$ cat config.mk
export PLATFORM = sky130hd
export DESIGN_NAME = acq_sequencer
export DESIGN_NICKNAME = d
export VERILOG_FILES = /design/src/hw/hist_ctrl_pkg.sv /design/src/hw/hist_geom_pkg.sv /design/src/hw/acq_sequencer.sv
export SDC_FILE = /design/constraint.sdc
export NUM_CORES = 1
export LEC_CHECK = 0
export ABC_AREA = 0
export BUFFER_PORTS_ARGS = -buffer_cell sky130_fd_sc_hd__buf_2
export CORE_MARGIN = 3
export CORE_UTILIZATION = 53
export CTS_CLUSTER_DIAMETER = 80
export DETAILED_ROUTE_END_ITERATION = 10
export PLACE_DENSITY = 0.82
export SLEW_MARGIN = 10
export SYNTH_ARGS = -nofsm -noshare
export SYNTH_HDL_FRONTEND = slang
export SYNTH_SLANG_ARGS = --single-unit
$ cat constraint.sdc
create_clock -name clk -period 3.6 [get_ports clk]
set_input_delay 0.36 -clock clk [delete_from_list [all_inputs] [get_ports clk]]
set_output_delay 0.36 -clock clk [all_outputs]
set_load 0.05 [all_outputs]
$ cat src/hw/hist_ctrl_pkg.sv
package hist_ctrl_pkg;

    typedef enum logic [1:0] {
        IDLE    = 2'd0,
        CLEAR   = 2'd1,
        ACQUIRE = 2'd2,
        SWAP    = 2'd3
    } seq_state_e;

    typedef enum logic [1:0] {
        OKAY   = 2'b00,
        SLVERR = 2'b10
    } axi_resp_e;

    localparam int ADDR_BITS = 12;
    localparam int DATA_BITS = 32;
    localparam int FRAME_BITS = 8;

    // byte offsets
    localparam logic [ADDR_BITS-1:0] ADDR_CTRL     = 12'h000;
    localparam logic [ADDR_BITS-1:0] ADDR_STATUS   = 12'h004;
    localparam logic [ADDR_BITS-1:0] ADDR_BIN_BASE = 12'h100;

endpackage

$ cat src/hw/hist_geom_pkg.sv
package hist_geom_pkg;

    // one bank per pixel
    localparam int NUM_BANKS = 4;
    localparam int PIX_BITS = 2;

    // timing code per event
    localparam int BIN_BITS = 4;
    localparam int NUM_BINS = 16;

    localparam int COUNT_BITS = 8; // saturates at all ones

    // acquisition windows per frame
    localparam int ACQ_NUM = 3;
    localparam int ACQ_CNT_BITS = $clog2(ACQ_NUM);

endpackage
$ cat src/hw/acq_sequencer.sv
`timescale 1ns/1ps

module acq_sequencer (
    input  logic                                 clk,
    input  logic                                 res,
    input  logic                                 run,
    input  logic                                 acq_end,
    output hist_ctrl_pkg::seq_state_e            state,
    output logic                                 acq_active,
    output logic                                 clr_page,
    output logic                                 wr_page,
    output logic [hist_ctrl_pkg::FRAME_BITS-1:0] frame_count
);

    logic [hist_geom_pkg::ACQ_CNT_BITS-1:0] acq_cnt; // windows seen this frame

    assign acq_active = (state == hist_ctrl_pkg::ACQUIRE);
    assign clr_page   = (state == hist_ctrl_pkg::CLEAR);

    always_ff @(posedge clk or negedge res) begin
        if (!res) begin
            state       <= hist_ctrl_pkg::IDLE;
            acq_cnt     <= '0;
            wr_page     <= 1'b0;
            frame_count <= '0;
        end else begin
            case (state)
                hist_ctrl_pkg::IDLE: begin
                    if (run) state <= hist_ctrl_pkg::CLEAR;
                end
                hist_ctrl_pkg::CLEAR: begin
                    acq_cnt <= '0;
                    state   <= hist_ctrl_pkg::ACQUIRE;
                end
                hist_ctrl_pkg::ACQUIRE: begin
                    if (acq_end) begin
                        if (acq_cnt == hist_geom_pkg::ACQ_CNT_BITS'(hist_geom_pkg::ACQ_NUM - 1))
                            state <= hist_ctrl_pkg::SWAP;
                        else
                            acq_cnt <= acq_cnt + 1'b1;
                    end
                end
                hist_ctrl_pkg::SWAP: begin
                    wr_page     <= ~wr_page; // finished page goes to readout
                    frame_count <= frame_count + 1'b1;
                    state       <= run ? hist_ctrl_pkg::CLEAR : hist_ctrl_pkg::IDLE;
                end
                default: state <= hist_ctrl_pkg::IDLE;
            endcase
        end
    end

    // a window is only counted on an acq_end seen in ACQUIRE
    a_acq_counted: assert property (@(posedge clk) disable iff (!res)
        (acq_cnt != $past(acq_cnt) && acq_cnt != '0)
            |-> $past(state == hist_ctrl_pkg::ACQUIRE && acq_end));

    // every acquisition starts on a freshly cleared page
    a_clear_first: assert property (@(posedge clk) disable iff (!res)
        $rose(acq_active) |-> $past(clr_page) && !clr_page);

endmodule

==> flow_metrics.env <==
export IMPL_status="complete, no violations"
export IMPL_syn_inst=60
export IMPL_syn_to_final_growth_pct=18.7
export IMPL_worstHoldPathCells=2
export IMPL_critPathLaunch="state[0]"
export IMPL_final_antenna_net_count=0
export IMPL_startpoint_type="register"
export IMPL_die_x_um=42.1
export IMPL_finalSetupTns_ns=0
export IMPL_max_freq_mhz=555
export IMPL_route_detailed_drc=0
export IMPL_nNetsFinal=92
export IMPL_pre_cts_ws_ns=1.84
export IMPL_ios=17
export IMPL_ys_types=20
export IMPL_fin_ws_ns=1.80
export IMPL_drtPass1Iterations=2
export IMPL_fin_crit_ns=1.80
export IMPL_yosysSeqAreaShare_pct=47.2
export IMPL_drv_cap=0
export IMPL_max_slew_margin_pct=78.1
export IMPL_cts_resized=0
export IMPL_fill_cells=93
export IMPL_clk_pin_slew_worst_paths_ns=0.07
export IMPL_drive_above_1_share_pct=28.7
export IMPL_cts_setup_buffers=0
export IMPL_clock_skew_ns=0.00476
export IMPL_antenna_found_initial=0
export IMPL_die_height_um=42.1
export IMPL_io_buffer_count=16
export IMPL_rows=12
export IMPL_synth_area_sq_um=689
export IMPL_htreeDepth=1
export IMPL_crit_fanout=7
export IMPL_gp_congestion=0.713
export IMPL_critPathKind="register to register"
export IMPL_arrival_ns=1.95
export IMPL_cts_made_buffers=3
export IMPL_hpwl_um=905
export IMPL_routed_wl_um=1150
export IMPL_finalSetupViolCount=0
export IMPL_clock_latency_ns=0.27
export IMPL_tightestPinTransition_ns=0.329
export IMPL_clk_path_buf_depth=2
export IMPL_core_sq_um=1160
export IMPL_synth_seq_cells=13
export IMPL_post_route_period_util_pct=50.1
export IMPL_diodes=0
export IMPL_post_drt_wl_per_cell_um=12.3
export IMPL_grt_overflow=0
export IMPL_cp_required_ns=3.75
export IMPL_tritoncts="done"
export IMPL_slew_viol_final=0
export IMPL_drt_initial_drc_count=7
export IMPL_grt_max_degree=14
export IMPL_hold_viol_final=0
export IMPL_vias=473
export IMPL_die_area_sq_um=1770
export IMPL_hp_class="primary input to register"
export IMPL_min_from="run"
export IMPL_grt_pass1_vias=455
export IMPL_synth_nets=71
export IMPL_rsz0062_at_grt="false"
export IMPL_root_buffer="clkbuf_4"
export IMPL_via_per_inst=5.03
export IMPL_avgSynthCellArea_sq_um=11.5
export IMPL_ys_warn_count=0
export IMPL_reg2reg_depth=5
export IMPL_grt_total_usage_pct=15.0
export IMPL_crit_path_end_kind="register"
export IMPL_clock_sinks=13
export IMPL_start_util_pct=59.6
export IMPL_reg2reg_from="state[0]"
export IMPL_grt_pass1_wl_um=2020
[per-layer routing]
metal / part of all wire (%) / GRT usage, % / vias up
met3: 6.4 / 8.15 / 0
li1: - / - / 240
met5: 0 / 0 / -
met2: 50 / 23.5 / 10
met4: 0 / 1.86 / 0
met1: 44 / 18.8 / 223
[cells in the final DEF, fill, tap and decap left out]
cell type / n
a221o_1: 1
and3_1: 1
buf_2: 16
clkbuf_1: 1
clkbuf_4: 3
dfrtp_1: 13
dlygate4sd3_1: 1
ha_1: 7
inv_1: 4
mux2_2: 3
mux2i_1: 2
nand2_1: 5
nand2b_1: 1
nand4_1: 3
nor2_1: 1
nor2b_1: 4
nor2b_4: 1
nor3_1: 2
nor4_1: 1
o31ai_1: 1
or3_1: 1
xnor2_1: 4
xor2_1: 4
[worst max-delay path: stages, from the launching register on]
cell and delay (ns):
dfrtp_1 0.46, inv_1 0.12, ha_1 0.24, nor2b_1 0.17, or3_1 0.32, a221o_1 0.36
[cells by family after synthesis]
kind of cell	after synthesis	share of synthesized area, %
compound gates	2	2.54
xor+xnor	8	10.2
simple gates	20	16.7
flops	13	47.2
buf+inv	5	2.90
mux	5	7.80
fa+ha+maj	7	12.7
[synth_stat cells, drive strengths merged]
cell    instances  area [sq um]
nand4           3          18.8
nor3            2          10.0
inv             4          15.0
nand2           5          18.8
nor2b           5          38.8
xor2            4          35.0
mux2            3          33.8
nor2            1          3.75
o31ai           1          7.51
nor4            1          6.26
buf             1          5.00
or3             1          6.26
nand2b          1          6.26
a221o           1          10.0
xnor2           4          35.0
and3            1          6.26
dfrtp          13           325
mux2i           2          20.0
ha              7          87.6
[sequential cells by signal (all words and copies together), names as in the netlist]
signal,flops
wr_page,1
acq_cnt,2
state,2
frame_count,8
[timing repair]
item	4_1_cts	5_1_grt
endpoints found under the hold margin	13	0
setup endpoints to repair	0	0
hold buffers	1	0
[worst paths after layout]
path	end	slack, ns
worst max-delay path	state[0]	1.80
worst min-delay path	state[0]	0.36
worst max register to register	state[0]	1.80
worst min register to register	frame_count[7]	0.46
max in group asynchronous	frame_count[1]	2.89
min in group asynchronous	frame_count[5]	0.49
[per-stage QoR]
stage | cells | instance area, sq um | util, % | hold WS, ns
CTS | 94 | 818 | 70.8 | 0.351
global route | 94 | 818 | 70.8 | 0.355
detailed placement | 89 | 782 | 67.6 | 0.255
global placement | 89 | 782 | 67.6 | 0.256
floorplan | 60 | 689 | - | 0.0644
finish | 94 | 818 | 70.8 | 0.355
[cell type report]
class | instances | area, sq um | share of cell area, %
Clock buffer | 4 | 26.3 | 3.21
Inverter | 4 | 15.0 | 1.83
Multi-Input combinational cell | 42 | 344 | 42.0
Sequential cell | 13 | 325 | 39.8
Tap cell | 14 | 17.5 | 2.14
Timing Repair Buffer | 17 | 90.1 | 11.0
Power is left out: the tool's default activity adds up to more than one toggle a clock period on the data nets, which glitch-free logic cannot reach.
