$ cat src/hw/hist_geom_pkg.sv
package hist_geom_pkg;

    // one bank per pixel
    localparam int NUM_BANKS = 4;
    localparam int PIX_BITS = 2;

    // timing code per event
    localparam int BIN_BITS = 4;
    localparam int NUM_BINS = 16;

    localparam int COUNT_BITS = 8; // saturates at all ones

    // acquisition windows per frame
    localparam int ACQ_NUM = 3;
    localparam int ACQ_CNT_BITS = $clog2(ACQ_NUM);

endpackage
$ cat src/hw/event_router.sv
`timescale 1ns/1ps

module event_router (
    input  logic                                clk,
    input  logic                                res,
    input  logic                                acq_active,
    input  logic                                ev_valid,
    input  logic [hist_geom_pkg::PIX_BITS-1:0]  ev_pixel,
    input  logic [hist_geom_pkg::BIN_BITS-1:0]  ev_bin,
    output logic [hist_geom_pkg::NUM_BANKS-1:0] inc_valid,
    output logic [hist_geom_pkg::BIN_BITS-1:0]  inc_bin
);

    logic [hist_geom_pkg::NUM_BANKS-1:0] bank_sel;

    // pixel index to one-hot bank, events outside acquisition dropped
    always_comb begin
        bank_sel = '0;
        for (int b = 0; b < hist_geom_pkg::NUM_BANKS; b++) begin
            bank_sel[b] = ev_valid && acq_active &&
                          (ev_pixel == hist_geom_pkg::PIX_BITS'(b));
        end
    end

    always_ff @(posedge clk or negedge res) begin
        if (!res) begin
            inc_valid <= '0;
        end else begin
            inc_valid <= bank_sel;
        end
    end

    always_ff @(posedge clk) begin
        inc_bin <= ev_bin; // shared by all banks
    end

    a_onehot: assert property (@(posedge clk) disable iff (!res)
        $onehot0(inc_valid));

endmodule

$ cat config.mk
export PLATFORM = sky130hd
export DESIGN_NAME = event_router
export DESIGN_NICKNAME = d
export VERILOG_FILES = /design/src/hw/hist_geom_pkg.sv /design/src/hw/event_router.sv
export SDC_FILE = /design/constraint.sdc
export NUM_CORES = 1
export LEC_CHECK = 0
export BUFFER_PORTS_ARGS = -buffer_cell sky130_fd_sc_hd__buf_2
export CAP_MARGIN = 20
export CORE_AREA = 2 2 39 41
export CTS_CLUSTER_DIAMETER = 200
export CTS_CLUSTER_SIZE = 20
export DETAILED_ROUTE_END_ITERATION = 10
export DIE_AREA = 0 0 41 43
export PLACE_DENSITY = 0.43
export SLEW_MARGIN = 20
export SYNTH_ARGS = -nofsm -noshare
export SYNTH_HDL_FRONTEND = slang
export SYNTH_SLANG_ARGS = --single-unit
export TNS_END_PERCENT = 20
$ cat constraint.sdc
create_clock -name clk -period 0.8 [get_ports clk]
set_input_delay 0.04 -clock clk [delete_from_list [all_inputs] [get_ports clk]]
set_output_delay 0.04 -clock clk [all_outputs]
set_load 0.05 [all_outputs]
==> impl_metrics.env, run 1 <==
export IMPL_drive_above_1_share_pct=71.1
export IMPL_grt_usage_pct=8.19
export IMPL_post_drt_via_cell_ratio=3.67
export IMPL_cp_num_buf_inv=1
export IMPL_power_total_uw=901
export IMPL_instances_no_fill=54
export IMPL_ant_nets=0
export IMPL_drt_drc_violations_left=0
export IMPL_syn_area_um2=225
export IMPL_cp_top_family="flip-flops"
export IMPL_p_per_area_nw_per_um2=1940
export IMPL_yosysWarnings=0
export IMPL_drtPass1Iterations=1
export IMPL_clkTransAtPathRegs_ns=0.05
export IMPL_required_ns=0.76
export IMPL_antenna_found_initial=0
export IMPL_critPathKind="flop to output pin"
export IMPL_final_net_count=49
export IMPL_finalHoldViolCount=0
export IMPL_postCtsSetupBuffers=0
export IMPL_max_slew_margin_pct=92.8
export IMPL_synth_edff_count=0
export IMPL_clock_root_buffer="clkbuf_4"
export IMPL_ys_flop_type="dfxtp_1"
export IMPL_cts_tree="yes"
export IMPL_diodes=0
export IMPL_holdWs_ns=0.115
export IMPL_first_iter_violations=0
export IMPL_yosys_area_top_type="dfrtp_1"
export IMPL_totalWireLength_um=536
export IMPL_coreArea_um2=1380
export IMPL_period_needed_ns=0.819
export IMPL_grt_pass1_vias=223
export IMPL_synth_top_area_share_pct=44.4
export IMPL_area_growth_pct=106
export IMPL_setup_ws_ns=-0.0186
export IMPL_synthesis_nets=22
export IMPL_drv_cap=0
export IMPL_ys_seq_area_share_pct=80.0
export IMPL_dp_cells=45
export IMPL_worstMarginPinSlew_ns=0.109
export IMPL_end_kind="output pin"
export IMPL_cpMaxStageDelayCell="dfrtp_1"
export IMPL_io_pins=18
export IMPL_hp_class="primary input to flop"
export IMPL_start_util_pct=16.3
export IMPL_start_kind="flop"
export IMPL_async_flop_share_pct=50.0
export IMPL_die_h_um=43
export IMPL_rows=14
export IMPL_slew_violations=0
export IMPL_pre_cts_ws_ns=0.189
export IMPL_die_area_um2=1760
export IMPL_synthTopCellsByCount="dfrtp_1 (4), dfxtp_1 (4), and4b_2 (2)"
export IMPL_fin_crit_sh_pct=102
export IMPL_vias=198
export IMPL_grt_pass1_wl_um=876
export IMPL_path_max_fanout=1
export IMPL_ys_types=5
export IMPL_die_x_um=41
export IMPL_htree_levels=1
export IMPL_cp_slowest_stage_delay_ns=0.38
export IMPL_grt_overflow=0
export IMPL_irDropWorstVdd_mv=0.894
export IMPL_syn_instance_count=12
export IMPL_cp_arrival_ns=0.78
export IMPL_violations="negative setup slack"
export IMPL_grt_max_degree=6
export IMPL_wl_per_cell_um=9.93
export IMPL_gp_congestion=0.612
export IMPL_fmax_mhz=1220
export IMPL_leakage_nw=0.228
export IMPL_path_cells="buf_6"
export IMPL_synthTopCellsByArea="dfrtp_1 (44%), dfxtp_1 (36%), and4b_2 (10%)"
export IMPL_cts_sink_count=8
export IMPL_ys_seq_elements=8
export IMPL_tritoncts_num_buffers=3
export IMPL_rsz0062_at_grt="true"
export IMPL_syn_area_per_cell_um2=18.8
export IMPL_clock_path_buffers=2
export IMPL_run_status="complete, but fails checks"
export IMPL_setup_viol=4
export IMPL_port_buffer_count=17
final timing paths:
kind,end,cells past startpoint,start
setup / recovery,inc_valid[1],1,inc_valid[1]
max in group asynchronous,inc_valid[1],2,res
hold / removal,inc_valid[3],2,ev_pixel[1]
min in group asynchronous,inc_valid[3],2,res
cell type report:
type                    count  area, um^2
fillers                   145         920
repair buffers             22         189
flip-flops and latches      8         184
multi-input cells           4        45.0
clock buffers               4        26.3
well taps                  16        20.0
state kept, by name, summed over array words and instances, names as in the netlist:
signal and count:
inc_bin 4, inc_valid 4
cell usage in the layout (no fill, tap or decap):
| cell | netlist | routed |
|---|---|---|
| and4_2 | 1 | 1 |
| and4b_2 | 2 | 2 |
| and4bb_2 | 1 | 1 |
| buf_2 | 0 | 9 |
| buf_6 | 0 | 7 |
| buf_8 | 0 | 1 |
| clkbuf_1 | 0 | 1 |
| clkbuf_4 | 0 | 3 |
| dfrtp_1 | 4 | 4 |
| dfxtp_1 | 4 | 1 |
| dfxtp_2 | 0 | 3 |
| dlygate4sd3_1 | 0 | 5 |
repair_timing:
| item | CTS | global route |
|---|---|---|
| hold buffers | 5 | 0 |
| setup endpoints to repair | 8 | 8 |
| pin swaps | 0 | 0 |
| gates resized for setup | 14 | 6 |
| endpoints found under the hold margin | 8 | 0 |
power by group:
| part | internal (mW) | leakage [nW] | switching [mW] |
|---|---|---|---|
| Clock | 0.191 | 0.0150 | 0.135 |
| Sequential | 0.419 | 0.0887 | 0.00792 |
| Combinational | 0.0690 | 0.125 | 0.0797 |
metal layers:
metal	GRT usage [%]	part of all wire, %
met1	6.91	37
met5	0	0
met4	4.00	0
met3	7.85	14
met2	12.2	48
per-stage QoR:
step           area [um^2]  TNS, ns  util [%]
2_1_floorplan          225        0         -
3_3_place_gp           330        0      23.9
3_5_place_dp           330        0      23.9
4_1_cts                449   -0.125      32.5
5_1_grt                464   -0.218      33.5
6_report               464  -0.0561      33.5
kinds of logic after synthesis:
group	synth area share (%)
flops	80.0
simple gates	20.0
No activity file was read; power rests on OpenSTA's default activity.
==> run 2, diff against run 1 <==
--- a/config.mk
+++ b/config.mk
@@ -13,6 +13,7 @@
 export DETAILED_ROUTE_END_ITERATION = 10
 export DIE_AREA = 0 0 41 43
 export PLACE_DENSITY = 0.43
+export RECOVER_POWER = 25
 export SLEW_MARGIN = 20
 export SYNTH_ARGS = -nofsm -noshare
 export SYNTH_HDL_FRONTEND = slang
==> constraint.sdc (replaced) <==
create_clock -name clk -period 0.8 [get_ports clk]
set_input_delay 0.16 -clock clk [delete_from_list [all_inputs] [get_ports clk]]
set_output_delay 0.16 -clock clk [all_outputs]
set_load 0.05 [all_outputs]
==> impl_metrics.env, run 2 (synthesis results as in run 1) <==
export IMPL_grt_usage_pct=7.48
export IMPL_setup_viol=8
export IMPL_rsz0062_at_grt="true"
export IMPL_end_kind="output pin"
export IMPL_p_per_area_nw_per_um2=1910
export IMPL_start_kind="flop"
export IMPL_finalHoldViolCount=0
export IMPL_grt_overflow=0
export IMPL_pre_cts_ws_ns=0.0687
export IMPL_tns_ns=-0.820
export IMPL_cpMaxStageDelayCell="dfrtp_1"
export IMPL_postCtsSetupBuffers=0
export IMPL_grt_pass1_wl_um=800
export IMPL_post_drt_via_cell_ratio=3.65
export IMPL_diodes=0
export IMPL_layout_commonest_cell="buf_2"
export IMPL_top_layer_used="met3"
export IMPL_cp_num_buf_inv=1
export IMPL_instances_no_fill=54
export IMPL_coreArea_um2=1380
export IMPL_layout_common_cells="buf_2 (7), dlygate4sd3_1 (5)"
export IMPL_leakage_nw=0.227
export IMPL_cts_tree="yes"
export IMPL_holdWs_ns=0.226
export IMPL_path_cells="buf_6"
export IMPL_clock_root_buffer="clkbuf_4"
export IMPL_final_cell_area_um2=474
export IMPL_die_x_um=41
export IMPL_fmax_mhz=1060
export IMPL_run_status="complete, but fails checks"
export IMPL_fin_crit_sh_pct=118
export IMPL_clkTransAtPathRegs_ns=0.05
export IMPL_gp_congestion=0.612
export IMPL_drv_cap=0
export IMPL_irDropWorstVdd_mv=0.909
export IMPL_antenna_found_initial=0
export IMPL_register_area_um2=185
export IMPL_hp_class="primary input to flop"
export IMPL_cp_arrival_ns=0.78
export IMPL_top_regs="inc_bin (4), inc_valid (4)"
export IMPL_required_ns=0.64
export IMPL_die_h_um=43
export IMPL_met2_length_um=256
export IMPL_fill_cells=143
export IMPL_dpl_cell_area_um2=330
export IMPL_cp_slowest_stage_delay_ns=0.38
export IMPL_drive_above_1_share_pct=68.4
export IMPL_first_iter_violations=0
export IMPL_slew_violations=0
export IMPL_io_pins=18
export IMPL_clock_path_buffers=2
export IMPL_totalWireLength_um=527
export IMPL_drtPass1Iterations=1
export IMPL_final_net_count=49
export IMPL_rows=14
export IMPL_wl_per_cell_um=9.76
export IMPL_tritoncts_num_buffers=3
export IMPL_critPathKind="flop to output pin"
export IMPL_wl_met1_um=187
export IMPL_setup_ws_ns=-0.141
export IMPL_htree_levels=1
export IMPL_cp_top_family="flip-flops"
export IMPL_multiInputGateArea_um2=45.0
export IMPL_area_growth_pct=111
export IMPL_violations="negative setup slack"
export IMPL_ant_nets=0
export IMPL_worstMarginPinSlew_ns=0.122
export IMPL_drt_drc_violations_left=0
export IMPL_path_max_fanout=1
export IMPL_max_slew_margin_pct=91.9
export IMPL_die_area_um2=1760
export IMPL_port_buffer_count=17
export IMPL_vias=197
export IMPL_cts_sink_count=8
export IMPL_dp_cells=45
export IMPL_wl_met3_um=83
export IMPL_grt_pass1_vias=216
export IMPL_period_needed_ns=0.941
export IMPL_grt_max_degree=6
export IMPL_start_util_pct=16.3
-- run 2: report_power, final --
group	internal, mW	switching, mW
logic	0.0738	0.0797
clock network	0.190	0.130
registers	0.420	0.00926
total	0.684	0.219
-- run 2: area by class of cell --
class	instances	area share, %
timing repair buffer	22	41.7
sequential	8	39.1
multi-input combinational	4	9.50
clock buffer	4	5.54
tap	16	4.22
-- run 2: what timing repair did --
item                                    4_1_cts  5_1_grt
hold buffers                                  1        4
endpoints found under the setup margin        8        8
gates resized for setup                      22        2
endpoints found under the hold margin         4        4
-- run 2: per-stage QoR --
stage | util (%) | power (mW)
floorplan | - | 0.493
global placement | 23.9 | 0.536
detailed placement | 23.9 | 0.539
CTS | 31.0 | 0.912
global route | 34.3 | 0.969
finish | 34.3 | 0.903
-- run 2: per-layer routing --
layer / GRT usage (%) / up-vias
met2: 10.3 / 16
met4: 4.00 / 0
met1: 6.25 / 85
li1: - / 96
met3: 8.38 / 0
met5: 0 / -
-- run 2: worst paths after layout --
kind | startpoint | to | slack (ns) | cells past startpoint
max in group asynchronous | res | inc_valid[1] | 0.45 | 2
worst max-delay path | inc_valid[1] | inc_valid[1] | -0.14 | 1
min in group asynchronous | res | inc_valid[3] | 0.24 | 2
worst min-delay path | ev_pixel[1] | inc_valid[3] | 0.23 | 2
