[src/hw/hist_ctrl_pkg.sv]
package hist_ctrl_pkg;

    typedef enum logic [1:0] {
        IDLE    = 2'd0,
        CLEAR   = 2'd1,
        ACQUIRE = 2'd2,
        SWAP    = 2'd3
    } seq_state_e;

    typedef enum logic [1:0] {
        OKAY   = 2'b00,
        SLVERR = 2'b10
    } axi_resp_e;

    localparam int ADDR_BITS = 12;
    localparam int DATA_BITS = 32;
    localparam int FRAME_BITS = 8;

    // byte offsets
    localparam logic [ADDR_BITS-1:0] ADDR_CTRL     = 12'h000;
    localparam logic [ADDR_BITS-1:0] ADDR_STATUS   = 12'h004;
    localparam logic [ADDR_BITS-1:0] ADDR_BIN_BASE = 12'h100;

endpackage

[src/hw/hist_geom_pkg.sv]
package hist_geom_pkg;

    // one bank per pixel
    localparam int NUM_BANKS = 4;
    localparam int PIX_BITS = 2;

    // timing code per event
    localparam int BIN_BITS = 4;
    localparam int NUM_BINS = 16;

    localparam int COUNT_BITS = 8; // saturates at all ones

    // acquisition windows per frame
    localparam int ACQ_NUM = 3;
    localparam int ACQ_CNT_BITS = $clog2(ACQ_NUM);

endpackage
[src/hw/hist_readout_axil.sv]
`timescale 1ns/1ps

module hist_readout_axil (
    input  logic                                 clk,
    input  logic                                 res,
    input  logic                                 awvalid,
    input  logic [hist_ctrl_pkg::ADDR_BITS-1:0]  awaddr,
    input  logic                                 wvalid,
    input  logic [hist_ctrl_pkg::DATA_BITS-1:0]  wdata,
    input  logic [3:0]                           wstrb,
    input  logic                                 bready,
    input  logic                                 arvalid,
    input  logic [hist_ctrl_pkg::ADDR_BITS-1:0]  araddr,
    input  logic                                 rready,
    input  hist_ctrl_pkg::seq_state_e            state,
    input  logic [hist_ctrl_pkg::FRAME_BITS-1:0] frame_count,
    input  logic [hist_geom_pkg::COUNT_BITS-1:0] rd_count [hist_geom_pkg::NUM_BANKS],
    output logic                                 awready,
    output logic                                 wready,
    output logic                                 bvalid,
    output hist_ctrl_pkg::axi_resp_e             bresp,
    output logic                                 arready,
    output logic                                 rvalid,
    output logic [hist_ctrl_pkg::DATA_BITS-1:0]  rdata,
    output hist_ctrl_pkg::axi_resp_e             rresp,
    output logic                                 run,
    output logic [hist_geom_pkg::BIN_BITS-1:0]   rd_bin
);

    logic                                 wr_hs;
    logic                                 rd_hs;
    logic [hist_ctrl_pkg::ADDR_BITS-1:0]  bin_off;
    logic [hist_geom_pkg::PIX_BITS-1:0]   bank_sel;
    logic                                 in_bins;
    logic [hist_ctrl_pkg::DATA_BITS-1:0]  rd_word;
    hist_ctrl_pkg::axi_resp_e             rd_resp;

    assign wr_hs = awready && awvalid && wvalid;
    assign rd_hs = arready && arvalid;

    // word index inside the bin area is bank * NUM_BINS + bin
    assign bin_off  = araddr - hist_ctrl_pkg::ADDR_BIN_BASE;
    assign rd_bin   = bin_off[2 +: hist_geom_pkg::BIN_BITS];
    assign bank_sel = bin_off[2 + hist_geom_pkg::BIN_BITS +: hist_geom_pkg::PIX_BITS];
    assign in_bins  = (araddr >= hist_ctrl_pkg::ADDR_BIN_BASE) && (bin_off[1:0] == 2'b00) &&
        (bin_off >> (2 + hist_geom_pkg::BIN_BITS + hist_geom_pkg::PIX_BITS)) == '0;

    always_comb begin
        rd_word = '0;
        rd_resp = hist_ctrl_pkg::OKAY;
        if (araddr == hist_ctrl_pkg::ADDR_CTRL) begin
            rd_word[0] = run;
        end else if (araddr == hist_ctrl_pkg::ADDR_STATUS) begin
            rd_word[0]    = (state != hist_ctrl_pkg::IDLE);
            rd_word[15:8] = frame_count;
        end else if (in_bins) begin
            rd_word[hist_geom_pkg::COUNT_BITS-1:0] = rd_count[bank_sel];
        end else begin
            rd_resp = hist_ctrl_pkg::SLVERR;
        end
    end

    always_ff @(posedge clk or negedge res) begin
        if (!res) begin
            awready <= 1'b0;
            wready  <= 1'b0;
            bvalid  <= 1'b0;
            arready <= 1'b0;
            rvalid  <= 1'b0;
            run     <= 1'b0;
        end else begin
            // one-cycle ready pulses, one transaction in flight per channel
            awready <= awvalid && wvalid && !awready && !bvalid;
            wready  <= awvalid && wvalid && !awready && !bvalid;
            arready <= arvalid && !arready && !rvalid;
            if (bvalid && bready) bvalid <= 1'b0;
            if (wr_hs) bvalid <= 1'b1;
            if (rvalid && rready) rvalid <= 1'b0;
            if (rd_hs) rvalid <= 1'b1;
            if (wr_hs && awaddr == hist_ctrl_pkg::ADDR_CTRL && wstrb[0]) run <= wdata[0];
        end
    end

    always_ff @(posedge clk) begin
        if (wr_hs) begin
            bresp <= (awaddr == hist_ctrl_pkg::ADDR_CTRL) ? hist_ctrl_pkg::OKAY
                                                          : hist_ctrl_pkg::SLVERR;
        end
        if (rd_hs) begin
            rdata <= rd_word; // bins sampled at acceptance
            rresp <= rd_resp;
        end
    end

    a_rvalid_hold: assert property (@(posedge clk) disable iff (!res)
        rvalid && !rready |=> rvalid && $stable(rdata) && $stable(rresp));

endmodule

[config.mk]
export PLATFORM = sky130hd
export DESIGN_NAME = hist_readout_axil
export DESIGN_NICKNAME = d
export VERILOG_FILES = /design/src/hw/hist_ctrl_pkg.sv /design/src/hw/hist_geom_pkg.sv /design/src/hw/hist_readout_axil.sv
export SDC_FILE = /design/constraint.sdc
export NUM_CORES = 1
export LEC_CHECK = 0
export ABC_AREA = 0
export BUFFER_PORTS_ARGS = -buffer_cell sky130_fd_sc_hd__buf_2
export CORE_UTILIZATION = 34
export CTS_BUF_LIST = sky130_fd_sc_hd__clkbuf_16
export CTS_CLUSTER_DIAMETER = 150
export CTS_CLUSTER_SIZE = 12
export DETAILED_ROUTE_END_ITERATION = 10
export PLACE_DENSITY_LB_ADDON = 0.12
export SLEW_MARGIN = 20
export SYNTH_ARGS = -nofsm -noshare
export SYNTH_HDL_FRONTEND = slang
export SYNTH_SLANG_ARGS = --single-unit
export TNS_END_PERCENT = 5
[constraint.sdc]
create_clock -name clk -period 1.8 [get_ports clk]
set_clock_uncertainty 0.1 [all_clocks]
set_input_delay 0.09 -clock clk [delete_from_list [all_inputs] [get_ports clk]]
set_output_delay 0.09 -clock clk [all_outputs]
set_load 0.05 [all_outputs]
==> out/results.txt, run 1 <==
Synthesis inferred 23 register bits. The layout cell share with drive strength beyond 1 is 0.5256, and the clock transition at the registers of the reported paths is 0.05 ns. The critical path goes through dlygate4sd3_1, buf_2, nand2_1, dlygate4sd3_1, nor3_1. Averaged over all synthesized cells, the footprint is 12.72 µm². The final count of hold timing violations was 0; the number of clock buffers inserted by TritonCTS was 3.

For the net switching power, the log shows 433.3 µW. The Yosys step of the flow raised 0 warnings. The relative contribution of sequential cells to total power was 0.416.

The startpoint class of the critical path is an input pin. TritonCTS built the clock tree. The run gives 0 as the number of remaining DRC errors. The slowest stage of the critical path belongs to the cell sky130_fd_sc_hd__dlygate4sd3_1. The total inserted antenna cells was 0. The final global-route overflow total was 0; the number of cells on the worst reg-to-reg path was 3. In this run, post-CTS repair resized a total of 0 instances. The instance count of the mapped netlist is 112.

Buffers inserted to repair hold after CTS numbered 4. The internal portion of the total power is 1018 µW. The tools report the endpoint of the worst setup timing path as wready.

Setup violations remaining at the end of the flow were counted as 0. The area growth from synthesis to layout is 39.86%. For the total core area, the log shows 4000 µm². The tools report the length of routed met2 wiring as 1645 µm. The tools report the count of unique library cells instantiated by Yosys as 30. By startpoint and endpoint, the worst setup path is classified as in2reg.

Summing every instance area after synthesis gives 1425 µm². Wires add up to 3064 µm. The buffer cell driving the clock tree root was sky130_fd_sc_hd__clkbuf_16. The maximum count of clock buffers along a single path came out at 2. The run finished with clean final reports. The detailed router put a total of 1072 µm of wire on met1. The ratio of final minimum period to clock period came out at 0.7703. The endpoint identified for the worst register-to-register timing path is run. Post-CTS timing repair inserted 0 buffers for setup. The first routing iteration left 13 violations. The sequential element share of the synthesized area was 0.4671; the number of antenna violations at the first check in global routing was 0. In the detailed route, the total length drawn on met3 is 305 µm.

Of all nets on the critical path, the largest fanout is 3. The setup check on the worst reg-to-reg path leaves a slack of 0.58 ns. Reg-to-reg startpoint: wready. The largest delay contributor family on the critical path is buffers and inverters. Switching power share of the total: 0.2985.

The count of H-tree levels built during CTS is 1. Detailed routing inserted a total of 1181 vias. Entering global routing, the biggest net connects 19 pins. Relative contribution of the clock network to total power: 0.318. The worst endpoint required time is 1.86 ns, and the arrival time at the worst endpoint is 1.45 ns.

In this run the vertical extent of the chip is 66.74 µm. In the synthesized netlist the dominant register cell turns out to be sky130_fd_sc_hd__edfxtp_1. The worst setup path is captured at a flip-flop. The detailed placement HPWL is 2612 µm. The count of buffers added on input and output ports is 102.

The number of inserted filler cells in the final layout is 391, and the clock latency at the later pin of the worst-skew pair is 0.25 ns. Pin placement for this block handled 155 I/O pins. Setup repair after global routing left no endpoint under its margin. The via count of the first global-routing pass was 1038; the clock period minus final worst setup slack was 1.387 ns. The tools report the first-pass GRT wire length as 4485 µm. The largest single stage delay on the critical path is 0.55 ns. The row count is 23. In this run, synthesis inferred 18 flip-flops with an integrated enable. The run gives 0.3563 as the starting density of the core. The total routing resource utilization after global routing was 0.1375. Combined buffer and inverter count along the critical path: 3. The highest metal layer with signal wires is met4. The part of the total power dissipated in combinational logic is 0.266, and the final weighted congestion in routability-driven placement is 0.6832.

The number of max-cap violations was 0. The peak ir drop on the vdd network was 0.4642 mV. In this run the number of cells on the critical path is 5. The number of sinks handled by clock tree synthesis came out at 23. The worst hold path belongs to the class in2reg. The routed wire length per instance is 11.56 µm, and the power density over the cells is 728.3 nW/µm². For this design the static power due to leakage is 0.001022 µW.

The detail-routed via count per cell is 4.457. Based on the critical path, the design can be clocked at up to 721.2 MHz. Hold is met by 0.01359 ns.

Counting stages on the worst path, the most repeated cell is sky130_fd_sc_hd__dlygate4sd3_1. The chip width works out to 66.74 µm. The count of nets left with antenna violations once routing finished came out at 0.

The iteration count of the initial detailed-routing pass is 6. The most critical setup path has its startpoint at awvalid. For the number of pins exceeding their max-slew limit in the final report, the log shows 0. The die covers 4454 µm². The async set or reset register ratio after synthesis is 0.2174, and the number of nets in the final layout is 325. For the final routed database, the setup TNS stands at 0 ns.
==> how the worst min path moves through the flow <==
stage | startpoint | endpoint | slack, ns | depth (start not counted)
5_1_grt | arvalid | arready | 0.01 | 2
3_3_place_gp | res | arready | -0.19 | 1
2_1_floorplan | res | arready | -0.31 | 0
4_1_cts | rready | rvalid | 0.01 | 3
3_5_place_dp | res | arready | -0.19 | 1
6_report | bready | bvalid | 0.01 | 3
==> Yosys cell counts, drive strengths merged, types with 2 or more instances <==
cell | number | area, µm²
nor2b | 7 | 43.79
inv | 10 | 37.54
dfrtp | 5 | 125.1
nand4b | 2 | 32.53
mux4 | 7 | 183.9
nor2 | 2 | 7.510
a21o | 2 | 15.01
nand3b | 2 | 15.01
edfxtp | 18 | 540.5
nor3 | 9 | 45.04
nor4 | 5 | 61.31
nand3 | 2 | 10.01
mux2 | 3 | 33.78
buf | 25 | 195.2
==> worst min-delay path, cell delays in order <==
cell and delay (ns):
sky130_fd_sc_hd__buf_2 0.10, sky130_fd_sc_hd__inv_1 0.04, sky130_fd_sc_hd__a21o_1 0.10
==> cell families after synthesis <==
| logic type | share of synthesized area |
|---|---|
| other cells | 0.002631 |
| mux | 0.1528 |
| flops | 0.4671 |
| buf+inv | 0.1659 |
| simple gates | 0.1932 |
| compound gates | 0.01843 |
==> placed cells by master (no fill, tap or decap) <==
master                          count
sky130_fd_sc_hd__a21o_1             2
sky130_fd_sc_hd__a21oi_1            1
sky130_fd_sc_hd__a31oi_1            1
sky130_fd_sc_hd__and2_1             1
sky130_fd_sc_hd__and3_1             1
sky130_fd_sc_hd__and4_1             1
sky130_fd_sc_hd__buf_2            102
sky130_fd_sc_hd__buf_4              1
sky130_fd_sc_hd__clkbuf_16          3
sky130_fd_sc_hd__clkinv_1           1
sky130_fd_sc_hd__conb_1            18
sky130_fd_sc_hd__dfrtp_1            5
sky130_fd_sc_hd__dlygate4sd3_1      4
sky130_fd_sc_hd__edfxtp_1          18
sky130_fd_sc_hd__inv_1             11
sky130_fd_sc_hd__mux2_2             3
sky130_fd_sc_hd__mux4_1             7
sky130_fd_sc_hd__nand2_1            1
sky130_fd_sc_hd__nand2b_1           1
sky130_fd_sc_hd__nand3_1            2
sky130_fd_sc_hd__nand3b_1           2
sky130_fd_sc_hd__nand4_1            1
sky130_fd_sc_hd__nand4b_1           1
sky130_fd_sc_hd__nand4b_4           1
sky130_fd_sc_hd__nor2_1             2
sky130_fd_sc_hd__nor2b_1            7
sky130_fd_sc_hd__nor3_1             9
sky130_fd_sc_hd__nor3b_1            1
sky130_fd_sc_hd__nor4_1             3
sky130_fd_sc_hd__nor4_4             2
sky130_fd_sc_hd__or2_1              1
sky130_fd_sc_hd__or3b_2             1
==> area by class of cell <==
| type | count | area (µm²) | area share |
|---|---|---|---|
| Clock buffer | 3 | 75.07 | 0.03766 |
| Tap cell | 50 | 62.56 | 0.03139 |
| Inverter | 11 | 41.29 | 0.02072 |
| Sequential cell | 23 | 665.6 | 0.3340 |
| Multi-Input combinational cell | 70 | 586.8 | 0.2944 |
| Timing Repair Buffer | 107 | 558.0 | 0.2800 |
| Clock inverter | 1 | 3.754 | 0.001883 |
==> power groups by stage <==
stage / Combinational [µW] / Clock (µW) / Sequential [µW]
floorplan: 221 / 0 / 694
global placement: 376 / 0 / 614
detailed placement: 381 / 0 / 616
CTS: 388 / 473 / 605
global route: 411 / 501 / 607
finish: 386 / 461 / 604
==> registers in the layout, summed over array words and instances, names as in the netlist <==
name     flops
rdata       16
arready      1
bresp        1
bvalid       1
rresp        1
run          1
rvalid       1
wready       1
==> stage by stage <==
step	utilization	power, µW	cells	area [µm²]	worst slack, ns
CTS	0.4983	1466	265	1993	0.4204
finish	0.4983	1452	265	1993	0.4134
global route	0.4983	1519	265	1993	0.3483
floorplan	-	915.1	129	1489	0.1375
global placement	0.4686	990.8	257	1874	0.3782
detailed placement	0.4686	996.5	257	1874	0.3610
==> metal layers <==
layer  vias up  global-route usage
li1        578                   -
met1       521              0.1438
met2        77              0.2588
met3         5             0.02568
met4         0             0.06649
met5         -                   0
No activity file was read; power rests on OpenSTA's default activity.
==> run 2: changes to the inputs <==
--- a/config.mk
+++ b/config.mk
@@ -7,7 +7,7 @@
 export LEC_CHECK = 0
 export ABC_AREA = 0
 export BUFFER_PORTS_ARGS = -buffer_cell sky130_fd_sc_hd__buf_2
-export CORE_UTILIZATION = 34
+export CORE_UTILIZATION = 31
 export CTS_BUF_LIST = sky130_fd_sc_hd__clkbuf_16
 export CTS_CLUSTER_DIAMETER = 150
 export CTS_CLUSTER_SIZE = 12
==> constraint.sdc (replaced) <==
create_clock -name clk -period 1.1 [get_ports clk]
set_clock_uncertainty 0.1 [all_clocks]
set_input_delay 0.055 -clock clk [delete_from_list [all_inputs] [get_ports clk]]
set_output_delay 0.055 -clock clk [all_outputs]
set_load 0.05 [all_outputs]
==> run 2 against run 1 <==
Net effect:
- the flow now finishes with violations (negative setup slack)
- final cell count increased by 3.8%
- flip-flop and latch count unchanged
- count of clock-buffer cells in the layout unchanged
- utilization decreased by 1.8 points
- first-iteration DRC count increased by 85%
- sequential power increased by 64%
- largest cell class unchanged
==> out/results.txt, run 2 (synthesis gave the netlist of run 1 again) <==
The flow ran to the end, but the final reports show violations. The final reports fail on negative setup slack. Once placement finished, the instance area stood at 1918 µm². In this run the count of I/O pins placed on the die edge is 155.

The logs give 0 for the final count of hold timing violations and 0.01083 ns for the post-route worst hold slack. The routed wire length came out at 3135 µm. For the number of sinks handled by clock tree synthesis, the log shows 23.

Dividing the detail-routed wire length by the instance count gives 11.40 µm. The count of nets left with antenna violations once routing finished came out at 0. Floorplan die height: 69.80 µm. The total overflow left after global routing is 0. For the number of nets in the final layout, the log shows 333.

The worst setup path is captured at a flip-flop. The total routing resource utilization after global routing is 0.1278, and the maximum count of clock buffers along a single path is 2. The detail-routed via count per cell came out at 4.385. Global-route track usage on met1: 0.1451.

The cell at the slowest stage of the critical path was sky130_fd_sc_hd__dfrtp_2. The worst endpoint required time came out at 1.14 ns. Setup repair after global routing could not meet its margin everywhere. The startpoint class of the critical path was a flip-flop. The number of instances in the placed design came out at 264. The run gives 0.2318 as the met2 usage. Class of the tightest hold or removal check: in2reg.

The worst register-to-register path has a setup slack of -0.1 ns. Ratio of final minimum period to clock period: 1.089. After detailed routing, the number of remaining DRC violations is 0. In this run the worst path has a maximum fanout of 2. The timing-limited maximum frequency was 834.6 MHz; the count of final setup violators was 3. The floorplan step defined a core boundary enclosing 4384 µm². Largest delay contributor family on the critical path: flip-flops. Compared with the post-synthesis result, the final layout area differs by 47.85%. After routing, the total negative slack on setup checks comes to -0.1135 ns. First-pass GRT wire length: 4885 µm. Largest incremental delay on the critical path: 0.40 ns. More flip-flops sit in one register than any other, and that register is rdata. Entering global routing, the biggest net connects 19 pins. The number of flip-flops in the largest register is 16, and the number of pins exceeding their max-slew limit in the final report is 0.

The count of H-tree levels built during CTS came out at 1. The buffer cell driving the clock tree root is sky130_fd_sc_hd__clkbuf_16. The critical path contains buffers and inverters numbering 0 combined.

The floorplan die area is 4872 µm², and the power density over the cells is 1150 nW/µm². After clock tree synthesis, the clock-pin slew on the worst setup and hold paths is 0.06 ns. Post-CTS timing repair inserted 0 buffers for setup. Busiest metal layer after global routing: met2.

The logs give 1.24 ns for the arrival time at the worst endpoint and 2107 µm² for the final instance area. The library cell used most frequently in the layout, excluding fill and tap cells, is sky130_fd_sc_hd__buf_2. The worst-case IR drop observed on VDD is 0.5131 mV. Summing over every cut layer, the via total after detailed routing is 1206. The chip width came out at 69.80 µm. The tools report the iteration count of the initial detailed-routing pass as 4. The tools report the leakage power as 0.001066 µW. The setup slack after layout was -0.09818 ns; the clock period minus final worst setup slack was 1.198 ns.

The global routing met3 resource utilization was 0.02180. The tools report the final weighted congestion in routability-driven placement as 0.7057. Starting density of the core: 0.3251. During placement, the flow inserted port buffers numbering 102. The later pin in the worst-skew pair is clocked with a latency of 0.25 ns. For the overall power, the log shows 2422 µW. TritonCTS built the clock tree. By startpoint and endpoint, the worst setup path is classified as reg2reg. Total inserted antenna cells: 0.

For the number of antenna violations at the first check in global routing, the log shows 0. The via count of the first global-routing pass was 1135; the layout cell share with drive strength beyond 1 was 0.5471. Number of max-cap violations: 0. The run gives 275 as the number of cells in the finished layout apart from fillers.

The row count was 24; the number of clock buffers inserted by TritonCTS was 3. The initial detailed-routing violation count is 24. Walking the worst path, the cells encountered are and4_1, nand4_1, mux2_2. In the layout the commonest cells are sky130_fd_sc_hd__buf_2 (96), sky130_fd_sc_hd__conb_1 (18), sky130_fd_sc_hd__edfxtp_1 (18). The detailed placement HPWL was 2724 µm.
-- run 2: layout make-up --
type                            count  area [µm²]
Sequential cell                    23       668.1
Clock buffer                        3       75.07
Clock inverter                      1       3.754
Multi-Input combinational cell     70       594.3
Fill cell                         419        2277
Inverter                           11       41.29
Tap cell                           52       65.06
Timing Repair Buffer              115       659.4
-- run 2: routing by layer --
layer / share of wire / up-vias
met4: 0.013 / 0
met1: 0.39 / 549
met2: 0.53 / 62
li1: - / 591
met3: 0.073 / 4
met5: 0 / -
-- run 2: worst paths after layout --
path / from / cells past startpoint / end
min in group asynchronous: res / 2 / bvalid
setup reg to reg: wready / 3 / run
hold / removal: awaddr[10] / 3 / bresp[1]
hold reg to reg: rvalid / 1 / arready
setup / recovery: wready / 3 / run
max in group asynchronous: res / 2 / arready
-- run 2: worst min-delay path, delay by kind of cell --
family,cells,cell delay (ns)
buffers and inverters,1,0.08
AND/OR/NAND/NOR,2,0.12
-- run 2: through the flow --
stage	setup WS (ns)	util
after floorplan	-0.2341	-
after global placement	-0.2548	0.4375
after detailed placement	-0.2811	0.4375
after CTS	-0.1044	0.4766
after global routing	-0.1359	0.4806
final	-0.09818	0.4806
-- run 2: repair_timing --
item | CTS | global route
gates resized for setup | 8 | 3
endpoints found under the setup margin | 24 | 8
hold buffers | 7 | 0
endpoints found under the hold margin | 10 | 0
-- run 2: power by group --
group	total [µW]	internal, µW	switching [µW]
combinational	682	248	434
clock	751	484	267
sequential	990	976	13.8
==> run 3: changes to the inputs <==
--- a/config.mk
+++ b/config.mk
@@ -7,7 +7,9 @@
 export LEC_CHECK = 0
 export ABC_AREA = 0
 export BUFFER_PORTS_ARGS = -buffer_cell sky130_fd_sc_hd__buf_2
-export CORE_UTILIZATION = 31
+export CELL_PAD_IN_SITES_DETAIL_PLACEMENT = 1
+export CELL_PAD_IN_SITES_GLOBAL_PLACEMENT = 2
+export CORE_UTILIZATION = 16
 export CTS_BUF_LIST = sky130_fd_sc_hd__clkbuf_16
 export CTS_CLUSTER_DIAMETER = 150
 export CTS_CLUSTER_SIZE = 12
==> run 3 against run 2 <==
Net effect:
- the flow finishes with violations (negative hold slack, negative setup slack)
- power increased by 2.0%
- clock power increased by 4.8%
- highest routed layer unchanged
- largest power group unchanged
- final cell count increased by 23%
- critical path depth unchanged
==> out/results.txt, run 3 (synthesis gave the netlist of run 1 again) <==
The first detailed-routing pass ran for 4 iterations. The initialized floorplan defines 34 standard-cell rows. For this run, the top clock speed supported by timing is 843.2 MHz. The number of cells on the worst reg-to-reg path is 3. In this run, post-CTS hold repair placed 7 buffers. The register bank with the most flops was rdata. The checks that failed: negative hold slack, negative setup slack.

The terminus of the critical flop-to-flop path was run. The total routing resource utilization after global routing is 0.08250. The run gives 0 as the final global-route overflow total. Setup violations remaining at the end of the flow were counted as 3.

The detail-routed via count per cell works out to 3.677. In the final routed layout, each cell accounts on average for 11.89 µm. The area growth from synthesis to layout is 55.93%. For this design the top-level I/O count stands at 155. The count of H-tree levels built during CTS was 1. Clock-pin slew was measured on the worst setup and hold paths at 0.06 ns.

The run gives -0.09 ns as the register-to-register path setup slack. The beginning of the worst hold path is awaddr[10]. The tools report the via count of the first global-routing pass as 1208. The number of inserted filler cells in the final layout is 1016, and the number of remaining DRC errors is 0. The final standard cell utilization of the core is 0.2561, and the clock latency at the later pin of the worst-skew pair is 0.25 ns. Layout cell share with drive strength beyond 1: 0.5677. The sink of the worst hold path was bresp[1]. Buffers inserted during clock tree synthesis total 3. Across the run, the number of max-cap violations was 0. The detailed router finished its first iteration with 21 violations.

In this run the worst path has a maximum fanout of 2. The number of antenna violations at the first check in global routing is 0. Clock period minus final worst setup slack: 1.186 ns. The antenna violation net count after detailed routing was 0. Detailed placement finished with a half-perimeter wire length of 3339 µm.

The worst endpoint required time was 1.14 ns. Sort of element at the end of the critical path: a flip-flop. The setup slack after layout is -0.08597 ns. The analysis attributes to cell leakage a power of 0.001097 µW. The tools report the number of nets in the final layout as 339.

The worst setup path is of the reg2reg kind. For the number of pins exceeding their max-slew limit in the final report, the log shows 0. The first global-routing pass estimated 5789 µm of wire. VDD sags by at most 0.3598 mV.

The final weighted congestion in routability-driven placement came out at 0.6166. For the post-route worst hold slack, the log shows -0.01338 ns. The tools report the final count of hold timing violations as 1.

The path class of the tightest hold or removal check is in2reg. The logs give -0.3031 ns for the worst setup slack after placement and 2 for the maximum count of clock buffers along a single path. For the worst setup path, the data arrival time is 1.23 ns. From left edge to right edge, the die measures 96.38 µm. The run finished, with violations left. The floorplan die area is 9288 µm², and the routed wire length is 4008 µm. In this run the critical register-to-register path is launched from wready. Entering global routing, the biggest net connects 19 pins. Dividing total power by cell area gives a power density of 1112 nW/µm².

The die is 96.38 µm tall. CTS placed an instance of sky130_fd_sc_hd__clkbuf_16 at the clock tree root. The number of flip-flops in the largest register was 16; the number of sinks handled by clock tree synthesis was 23.

The starting density of the core was 0.1642; the count of input and output buffers was 102. 0 antenna diodes ended up in the layout. In the layout the commonest cells are sky130_fd_sc_hd__buf_2 (97), sky130_fd_sc_hd__conb_1 (18), sky130_fd_sc_hd__edfxtp_1 (18). The startpoint class of the critical path is a flip-flop. TritonCTS built the clock tree. The number of cells on the worst hold path came out at 3.

The library cell used most frequently in the layout, excluding fill and tap cells, is sky130_fd_sc_hd__buf_2. For the total via count after detailed routing, the log shows 1239. The ratio of final minimum period to clock period is 1.078. Setup repair after global routing could not meet its margin everywhere. The total core area was 8678 µm²; the number of buffers added for setup after CTS was 0.
==> run 3: critical path, stage by stage (launching register included) <==
cell                      delay [ns]
sky130_fd_sc_hd__dfrtp_2        0.40
sky130_fd_sc_hd__and4_1         0.16
sky130_fd_sc_hd__nand4_1        0.09
sky130_fd_sc_hd__mux2_2         0.33
==> run 3: timing repair <==
action | 4_1_cts | 5_1_grt
pin swaps | 1 | 3
hold endpoints to repair | 11 | 1
setup endpoints to repair | 29 | 32
resized for setup | 8 | 4
==> run 3: cell type report <==
type / instances / area (µm²) / area share
Tap cell: 108 / 135.1 / 0.06081
Sequential cell: 23 / 668.1 / 0.3007
Timing Repair Buffer: 121 / 694.4 / 0.3125
Clock inverter: 1 / 3.754 / 0.001689
Inverter: 11 / 41.29 / 0.01858
Multi-Input combinational cell: 70 / 604.3 / 0.2720
Clock buffer: 3 / 75.07 / 0.03378
==> run 3: through the flow <==
stage	instances	power, µW	hold slack [ns]	cell area [µm²]	TNS [ns]
final	337	2470	-0.01338	2222	-0.09412
after global routing	337	2593	-0.001227	2222	-0.8288
after CTS	337	2520	-0.01220	2205	-0.1712
after detailed placement	326	1673	-0.2232	2033	-7.625
after global placement	326	1668	-0.2178	2033	-7.246
after floorplan	129	1499	-0.3406	1493	-5.281
==> run 3: layer usage <==
layer	up-vias	GRT usage	part of all wire
li1	604	-	-
met1	558	0.1009	0.43
met2	75	0.1395	0.45
met3	2	0.02660	0.11
met4	0	0.02206	0.0055
met5	-	0	0
==> run 3: worst max path at each step <==
stage	from	end	slack, ns	depth (start not counted)
after floorplan	wready	run	-0.23	3
after global placement	araddr[6]	rdata[5]	-0.26	3
after detailed placement	araddr[6]	rdata[1]	-0.30	3
after CTS	wready	run	-0.1	3
after global routing	wready	run	-0.11	3
final	wready	run	-0.09	3
==> run 3: report_power, final <==
part           leakage (µW)  switching (µW)  total, µW  internal [µW]
clock             0.0000423             302        787            485
combinational      0.000816             444        693            249
sequential         0.000239            14.5        990            976
total               0.00110             760       2470           1710
